===== src/common/pspin_cmd_pkg.sv =====
/*
 * Command hub package
 * Sizes, interface codes and the command and response structs shared
 * between the cluster command path and the off-cluster interfaces.
 */
package pspin_cmd_pkg;

  // Command sources and sinks
  localparam int unsigned NUM_CLUSTERS = 4;
  localparam int unsigned NUM_CMD_INTF = 3;

  // Field widths
  localparam int unsigned CLUSTER_ID_W   = 2;
  localparam int unsigned CMD_LOCAL_ID_W = 4;
  localparam int unsigned CMD_DATA_W     = 64;
  localparam int unsigned INTF_SEL_W     = 2;

  // Interface codes, also the bit index of each interface valid
  localparam logic [INTF_SEL_W-1:0] INTF_HDIR = 2'd0;
  localparam logic [INTF_SEL_W-1:0] INTF_NIC  = 2'd1;
  localparam logic [INTF_SEL_W-1:0] INTF_EDMA = 2'd2;
  // No interface behind this code, answered with an error
  localparam logic [INTF_SEL_W-1:0] INTF_RSVD = 2'd3;

  // Cluster number plus the tag the cluster picked for the command
  typedef struct packed {
    logic [CLUSTER_ID_W-1:0]   cluster_id;
    logic [CMD_LOCAL_ID_W-1:0] local_id;
  } pspin_cmd_id_t;

  // Command as raised by a cluster
  typedef struct packed {
    logic [INTF_SEL_W-1:0] intf_sel;
    pspin_cmd_id_t         cmd_id;
    logic [CMD_DATA_W-1:0] data;
  } pspin_cmd_t;

  // Completion, seen by every cluster
  typedef struct packed {
    pspin_cmd_id_t cmd_id;
    logic          error;
  } pspin_cmd_resp_t;

endpackage


===== src/cmd_hub/cmd_arbiter.sv =====
/*
 * Cluster command arbiter
 * Round-robin choice among the cluster command requests, forwarded to
 * the command slot on a single valid/ready pair.
 */
module cmd_arbiter (
  input  logic                                                   clk_i,
  input  logic                                                   rst_ni,
  input  logic [pspin_cmd_pkg::NUM_CLUSTERS-1:0]                 cmd_valid_i,
  input  pspin_cmd_pkg::pspin_cmd_t [pspin_cmd_pkg::NUM_CLUSTERS-1:0] cmd_i,
  output logic [pspin_cmd_pkg::NUM_CLUSTERS-1:0]                 cmd_ready_o,
  output logic                                                   sel_valid_o,
  output pspin_cmd_pkg::pspin_cmd_t                              sel_cmd_o,
  input  logic                                                   sel_ready_i
);

  import pspin_cmd_pkg::*;

  // Cluster that is looked at first
  logic [CLUSTER_ID_W-1:0] rr_q;
  logic [CLUSTER_ID_W-1:0] grant_idx;

  // Walk from the far end back so the nearest requester at or after rr_q wins
  always_comb begin
    grant_idx = rr_q;
    for (int k = NUM_CLUSTERS - 1; k >= 0; k--) begin
      if (cmd_valid_i[CLUSTER_ID_W'(rr_q + k)]) begin
        grant_idx = CLUSTER_ID_W'(rr_q + k);
      end
    end
  end

  assign sel_valid_o = |cmd_valid_i;
  assign sel_cmd_o   = cmd_i[grant_idx];

  // Only the granted cluster sees ready
  always_comb begin
    cmd_ready_o            = '0;
    cmd_ready_o[grant_idx] = sel_ready_i;
  end

  // Next search starts just past the cluster that was served
  always_ff @(posedge clk_i or negedge rst_ni) begin
    if (!rst_ni) begin
      rr_q <= '0;
    end else if (sel_valid_o && sel_ready_i) begin
      rr_q <= grant_idx + 1'b1;
    end
  end

endmodule


===== src/cmd_hub/cmd_hub.sv =====
/*
 * Cluster command hub
 * Arbitrates cluster commands into one slot, routes them to the eDMA,
 * NIC and host-direct interfaces and broadcasts the merged responses.
 */
module cmd_hub (
  input  logic                                                        clk_i,
  input  logic                                                        rst_ni,
  input  logic [pspin_cmd_pkg::NUM_CLUSTERS-1:0]                      cmd_valid_i,
  output logic [pspin_cmd_pkg::NUM_CLUSTERS-1:0]                      cmd_ready_o,
  input  pspin_cmd_pkg::pspin_cmd_t [pspin_cmd_pkg::NUM_CLUSTERS-1:0] cmd_i,
  output logic [pspin_cmd_pkg::NUM_CMD_INTF-1:0]                      intf_valid_o,
  input  logic [pspin_cmd_pkg::NUM_CMD_INTF-1:0]                      intf_ready_i,
  output pspin_cmd_pkg::pspin_cmd_t                                   intf_cmd_o,
  input  logic [pspin_cmd_pkg::NUM_CMD_INTF-1:0]                      intf_resp_valid_i,
  input  pspin_cmd_pkg::pspin_cmd_resp_t [pspin_cmd_pkg::NUM_CMD_INTF-1:0] intf_resp_i,
  output logic                                                        cmd_resp_valid_o,
  output pspin_cmd_pkg::pspin_cmd_resp_t                              cmd_resp_o
);

  import pspin_cmd_pkg::*;

  // Arbiter to router
  logic            sel_valid;
  logic            sel_ready;
  pspin_cmd_t      sel_cmd;

  // Router to merge
  logic            err_valid;
  pspin_cmd_resp_t err_resp;

  cmd_arbiter u_cmd_arbiter (
    .clk_i       (clk_i),
    .rst_ni      (rst_ni),
    .cmd_valid_i (cmd_valid_i),
    .cmd_i       (cmd_i),
    .cmd_ready_o (cmd_ready_o),
    .sel_valid_o (sel_valid),
    .sel_cmd_o   (sel_cmd),
    .sel_ready_i (sel_ready)
  );

  cmd_router u_cmd_router (
    .clk_i        (clk_i),
    .rst_ni       (rst_ni),
    .cmd_valid_i  (sel_valid),
    .cmd_ready_o  (sel_ready),
    .cmd_i        (sel_cmd),
    .intf_valid_o (intf_valid_o),
    .intf_ready_i (intf_ready_i),
    .intf_cmd_o   (intf_cmd_o),
    .err_valid_o  (err_valid),
    .err_resp_o   (err_resp)
  );

  cmd_resp_merge u_cmd_resp_merge (
    .clk_i             (clk_i),
    .rst_ni            (rst_ni),
    .intf_resp_valid_i (intf_resp_valid_i),
    .intf_resp_i       (intf_resp_i),
    .err_valid_i       (err_valid),
    .err_resp_i        (err_resp),
    .resp_valid_o      (cmd_resp_valid_o),
    .resp_o            (cmd_resp_o)
  );

endmodule


===== src/cmd_hub/cmd_resp_merge.sv =====
/*
 * Response merge
 * Buffers one response per source and sends them out one per cycle,
 * error first, then eDMA, NIC and host-direct.
 */
module cmd_resp_merge (
  input  logic                                                        clk_i,
  input  logic                                                        rst_ni,
  input  logic [pspin_cmd_pkg::NUM_CMD_INTF-1:0]                      intf_resp_valid_i,
  input  pspin_cmd_pkg::pspin_cmd_resp_t [pspin_cmd_pkg::NUM_CMD_INTF-1:0] intf_resp_i,
  input  logic                                                        err_valid_i,
  input  pspin_cmd_pkg::pspin_cmd_resp_t                              err_resp_i,
  output logic                                                        resp_valid_o,
  output pspin_cmd_pkg::pspin_cmd_resp_t                              resp_o
);

  import pspin_cmd_pkg::*;

  // Sources 0 to NUM_CMD_INTF-1 are the interfaces, the top one is the error
  logic            [NUM_CMD_INTF:0] src_valid;
  pspin_cmd_resp_t [NUM_CMD_INTF:0] src_resp;
  logic            [NUM_CMD_INTF:0] buf_valid;
  logic            [NUM_CMD_INTF:0] buf_grant;
  pspin_cmd_resp_t [NUM_CMD_INTF:0] buf_resp;

  assign src_valid = {err_valid_i, intf_resp_valid_i};
  assign src_resp  = {err_resp_i, intf_resp_i};

  // Interfaces space their responses, so a buffer has drained before the
  // next one from the same source arrives
  for (genvar i = 0; i <= NUM_CMD_INTF; i++) begin : gen_buf
    stream_reg #(
      .payload_t (pspin_cmd_resp_t)
    ) u_buf (
      .clk_i   (clk_i),
      .rst_ni  (rst_ni),
      .valid_i (src_valid[i]),
      .ready_o (),
      .data_i  (src_resp[i]),
      .valid_o (buf_valid[i]),
      .ready_i (buf_grant[i]),
      .data_o  (buf_resp[i])
    );
  end

  // Highest index wins, which matches error, eDMA, NIC, host-direct
  always_comb begin
    buf_grant = '0;
    resp_o    = buf_resp[0];
    for (int i = 0; i <= NUM_CMD_INTF; i++) begin
      if (buf_valid[i]) begin
        buf_grant    = '0;
        buf_grant[i] = 1'b1;
        resp_o       = buf_resp[i];
      end
    end
  end

  // One drained buffer per cycle gives one pulse per response
  assign resp_valid_o = |buf_valid;

endmodule


===== src/cmd_hub/cmd_router.sv =====
/*
 * Command router
 * Holds the granted command in a one-entry slot and steers it to the
 * interface its code names. Reserved codes complete with an error.
 */
module cmd_router (
  input  logic                                      clk_i,
  input  logic                                      rst_ni,
  input  logic                                      cmd_valid_i,
  output logic                                      cmd_ready_o,
  input  pspin_cmd_pkg::pspin_cmd_t                 cmd_i,
  output logic [pspin_cmd_pkg::NUM_CMD_INTF-1:0]    intf_valid_o,
  input  logic [pspin_cmd_pkg::NUM_CMD_INTF-1:0]    intf_ready_i,
  output pspin_cmd_pkg::pspin_cmd_t                 intf_cmd_o,
  output logic                                      err_valid_o,
  output pspin_cmd_pkg::pspin_cmd_resp_t            err_resp_o
);

  import pspin_cmd_pkg::*;

  logic                    slot_valid;
  logic                    slot_ready;
  pspin_cmd_t              slot_cmd;
  logic [NUM_CMD_INTF-1:0] sel_oh;
  logic                    is_rsvd;

  stream_reg #(
    .payload_t (pspin_cmd_t)
  ) u_slot (
    .clk_i   (clk_i),
    .rst_ni  (rst_ni),
    .valid_i (cmd_valid_i),
    .ready_o (cmd_ready_o),
    .data_i  (cmd_i),
    .valid_o (slot_valid),
    .ready_i (slot_ready),
    .data_o  (slot_cmd)
  );

  // Decode of the held interface code
  assign sel_oh[INTF_HDIR] = (slot_cmd.intf_sel == INTF_HDIR);
  assign sel_oh[INTF_NIC]  = (slot_cmd.intf_sel == INTF_NIC);
  assign sel_oh[INTF_EDMA] = (slot_cmd.intf_sel == INTF_EDMA);
  assign is_rsvd           = (slot_cmd.intf_sel == INTF_RSVD);

  assign intf_valid_o = {NUM_CMD_INTF{slot_valid}} & sel_oh;
  // One payload bus for all interfaces, qualified by their own valid
  assign intf_cmd_o   = slot_cmd;

  // A stalled interface blocks the slot and so every cluster behind it
  assign slot_ready = is_rsvd | (|(sel_oh & intf_ready_i));

  // Reserved code leaves the slot at once as an error completion
  assign err_valid_o       = slot_valid & is_rsvd;
  assign err_resp_o.cmd_id = slot_cmd.cmd_id;
  assign err_resp_o.error  = 1'b1;

endmodule


===== src/logic/stream_reg.sv =====
/*
 * One-entry valid/ready holding register
 * Accepts when empty or when the held entry leaves in the same cycle.
 */
module stream_reg #(
  parameter type payload_t = logic
) (
  input  logic     clk_i,
  input  logic     rst_ni,
  input  logic     valid_i,
  output logic     ready_o,
  input  payload_t data_i,
  output logic     valid_o,
  input  logic     ready_i,
  output payload_t data_o
);

  logic     valid_q;
  payload_t data_q;

  assign ready_o = ~valid_q | ready_i;
  assign valid_o = valid_q;
  assign data_o  = data_q;

  always_ff @(posedge clk_i or negedge rst_ni) begin
    if (!rst_ni) begin
      valid_q <= 1'b0;
    end else if (valid_i && ready_o) begin
      valid_q <= 1'b1;
    end else if (ready_i) begin
      valid_q <= 1'b0;
    end
  end

  // Payload only moves on an accepted transfer
  always_ff @(posedge clk_i) begin
    if (valid_i && ready_o) begin
      data_q <= data_i;
    end
  end

endmodule


===== config.mk =====
export PLATFORM = sky130hd
export DESIGN_NAME = cmd_hub
export DESIGN_NICKNAME = d
export VERILOG_FILES = /design/src/common/pspin_cmd_pkg.sv /design/src/cmd_hub/cmd_arbiter.sv /design/src/cmd_hub/cmd_hub.sv /design/src/cmd_hub/cmd_resp_merge.sv /design/src/cmd_hub/cmd_router.sv /design/src/logic/stream_reg.sv
export SDC_FILE = /design/constraint.sdc
export NUM_CORES = 1
export LEC_CHECK = 0
export BUFFER_PORTS_ARGS = -buffer_cell sky130_fd_sc_hd__buf_2
export CAP_MARGIN = 20
export CORE_AREA = 2 2 160 162
export CTS_CLUSTER_SIZE = 30
export DETAILED_ROUTE_END_ITERATION = 6
export DIE_AREA = 0 0 162 164
export GPL_TIMING_DRIVEN = 0
export SETUP_SLACK_MARGIN = 0.1
export SLEW_MARGIN = 20
export SYNTH_ARGS = -nofsm -noshare
export SYNTH_HDL_FRONTEND = slang
export SYNTH_SLANG_ARGS = --single-unit

===== constraint.sdc =====
create_clock -name clk_i -period 4.72 [get_ports clk_i]
set_clock_uncertainty 0.05 [all_clocks]
set_input_delay 0.708 -clock clk_i [delete_from_list [all_inputs] [get_ports clk_i]]
set_output_delay 0.708 -clock clk_i [all_outputs]
set_load 0.05 [all_outputs]

==> impl_metrics.tcl <==
set metrics [dict create \
    grt_pass1_vias 5800 \
    combPwrFrac_pct 61.3 \
    grt_setup_unrepaired "no" \
    cp.depth 8 \
    track_usage_pct 17.06 \
    final_layout_size_suffix_gt1_share_pct 47.78 \
    chipHeight_um 164 \
    fin_tns_setup_ps 0 \
    setup.worst_path.end_class "output pin" \
    area_growth_pct 49.46 \
    synth_nets 841 \
    rows 58 \
    place_congestion 0.9021 \
    ys_warn_count 0 \
    finalCriticalPeriod_ps 3512 \
    setup_violations 0 \
    syn_avg_cell_area_um2 11.11 \
    grt_max_degree 24 \
    dp_hpwl_mm 19.13 \
    post-route-period-util_pct 74.41 \
    wl_per_cell_um 18.73 \
    yosys.area.top_type "edfxtp_1" \
    io_buffers 407 \
    synthTopCellsByArea "edfxtp_1, mux2i_1, a22oi_1" \
    timing.rr.end "u_cmd_router.u_slot.data_o[40]$_DFFE_PP_" \
    synth-edff-count 99 \
    insertion_delay_ps 350 \
    cts_buffers 9 \
    required_ps 3960 \
    cts_hold_buf 0 \
    irDropWorstVdd_v 0.0003031 \
    critPathLaunch "cmd_valid_i[0]" \
    worst-setup-path-type "in2out" \
    path_buf_inv 4 \
    ys.flop_type "edfxtp_1" \
    cpMostUsedCell "buf_2" \
    worst_slew_pin_slew_ps 973.9 \
    yosys.cell_count.top_type "edfxtp_1" \
    wl_mm 23.92 \
    multi_input_area_mm2 0.002377 \
    cts_tree "done" \
    status "finished, final reports clean" \
    setup.worst_path.end "cmd_ready_o[0]" \
    postCtsSetupBuffers 0 \
    dr_total_vias 5897 \
    p_sw_uw 3459 \
    postSynthCellCount 520 \
    via_per_inst 4.618 \
    path_cells "buf_2 > nor3b_1 > o22ai_1 > a21oi_1 > buf_2 > clkbuf_1 > nor2_1 > buf_2" \
    start_util_pct 23.28 \
    cpPeakStageDelay_ps 500 \
    clockBufferDepth 2 \
    antenna_left 0 \
    synth_top_area_share_pct 51.45 \
    cap_violations 0 \
    h-tree-depth 3 \
    wl_met1_mm 9.555 \
    crit_family "buffers and inverters" \
    cts_resized 0 \
    cts.sink_count 106 \
    die_area_mm2 0.02657 \
    antenna_found_initial 1 \
    slew_violations 0 \
    nets 1262 \
    synth-seq-cells 106 \
    crit_fanout 10 \
    dr.max_layer_used "met4" \
    drt_iter0_markers 254 \
    ys_async_sr_fraction_pct 6.604 \
    hp-class "in2async" \
    yosysUniqueCellTypes 34 \
    power_frac_seq_pct 26.9 \
    whs_ps 134.1 \
    reg2reg_depth 6 \
    slew_headroom_pct 34.39 \
    die_x_um 162 \
    regArea_mm2 0.003148 \
    synth_common_cells "edfxtp_1, nand2_1, a21oi_1, mux2i_1, a22oi_1" \
    fp.coreArea_mm2 0.02482 \
    grt_pass1_wl_mm 33.47 \
    root_buffer "clkbuf_16" \
    internal-power_uw 3129 \
    critical_path.slowest_cell "clkbuf_1" \
    max_freq_mhz 284.7 \
    leakage_uw 0.004186 \
    p_sw_share_pct 52.50 \
    wl_met2_mm 12.11 \
    clk_pin_slew_worst_paths_ps 80 \
    n_fill_cell 2565 \
    clockPowerShare_pct 11.8 \
    power.density_mw_per_mm2 762.9 \
    grt_overflow 0 \
    io-pin-count 408 \
    wl_met3_mm 1.712 \
    cp-start-kind "input pin" \
    hold_violations 0 \
    yosysSeqAreaShare_pct 54.48 \
    dr.pass1.iters 5 \
    drc 0 \
    r2r_setup_slack_ps 1670 \
    cp.arrival_ps 2750 \
    netlist_area_mm2 0.005778 \
    crit-reg2reg-launch "u_cmd_router.u_slot.data_o[70]$_DFFE_PP_" \
]
## layer usage
layer	vias to the layer above	track usage [%]
met4	0	5.873
met2	292	31.04
li1	2810	-
met3	25	3.788
met5	-	0
met1	2770	19.78
## flip-flops by register name, summed over array words and instances (netlist names)
register	count
u_cmd_resp_merge.gen_buf.u_buf.data_o	27
u_cmd_router.u_slot.valid_o	1
u_cmd_router.u_slot.data_o	72
u_cmd_arbiter.rr_q	2
u_cmd_resp_merge.gen_buf.u_buf.valid_o	4
## power groups by stage
stage | sequential (uW) | clock, uW | combinational, uW
2_1_floorplan | 2970 | 0 | 1650
3_3_place_gp | 1820 | 0 | 3950
3_5_place_dp | 1790 | 0 | 4080
4_1_cts | 1780 | 811 | 4080
5_1_grt | 1810 | 844 | 4270
6_report | 1770 | 777 | 4040
## placed cells by master (no fill, tap or decap), types with 2 or more instances in the layout
cell type,n
nor2_1,13
nor3b_1,3
o31ai_1,2
and3_1,2
clkbuf_16,9
clkbuf_1,22
buf_4,4
dfrtp_1,7
mux2i_1,81
nand2_1,82
inv_1,3
clkinv_4,2
o21ai_0,8
buf_16,3
clkinv_8,3
buf_2,417
a221o_1,2
buf_6,7
buf_1,2
edfxtp_1,99
and2_1,2
a21oi_1,81
a22oi_1,72
nand2b_1,4
## worst min-delay path by stage
| stage | end | slack, ps | depth (start not counted) |
|---|---|---|---|
| after floorplan | u_cmd_arbiter.rr_q[0]$_DFFE_PN0P_ | 360 | 0 |
| after global placement | u_cmd_resp_merge.gen_buf[3].u_buf.data_o[5]$_DFFE_PP_ | 370 | 0 |
| after detailed placement | u_cmd_resp_merge.gen_buf[3].u_buf.data_o[5]$_DFFE_PP_ | 390 | 0 |
| after CTS | u_cmd_resp_merge.gen_buf[1].u_buf.valid_o$_DFFE_PN0P_ | 120 | 1 |
| after global routing | u_cmd_arbiter.rr_q[0]$_DFFE_PN0P_ | 120 | 1 |
| final | u_cmd_resp_merge.gen_buf[1].u_buf.valid_o$_DFFE_PN0P_ | 130 | 1 |
## per-stage QoR
step           instance area [um^2]  utilization, %  power, uW  setup WS (ps)  instances
6_report                       8636           34.80       6588           1208       1277
5_1_grt                        8636           34.80       6927           1054       1277
4_1_cts                        8633           34.79       6670           1178       1276
3_3_place_gp                   8232           33.17       5773         -735.8       1257
3_5_place_dp                   8322           33.53       5870           1184       1260
2_1_floorplan                  5782               -       4623          848.7        520
## cells by family after synthesis
kind of cell | synth area share [%]
AOI/OAI and AO/OA | 18.67
xor gates and xnor gates | 0.1516
buffers and inverters | 4.569
DFF | 54.48
muxes | 14.23
and+or+nand+nor | 7.904
## final cells by class
| type | instances | area share, % |
|---|---|---|
| Tap cell | 330 | 4.781 |
| Buffer | 45 | 2.883 |
| Sequential cell | 106 | 36.45 |
| Multi-Input combinational cell | 365 | 27.53 |
| Clock buffer | 9 | 2.608 |
| Clock inverter | 7 | 0.9997 |
| Timing Repair Buffer | 410 | 24.54 |
| Inverter | 4 | 0.1739 |
| Antenna cell | 1 | 0.02898 |
Note: power is estimated with default switching activity, not from simulation.
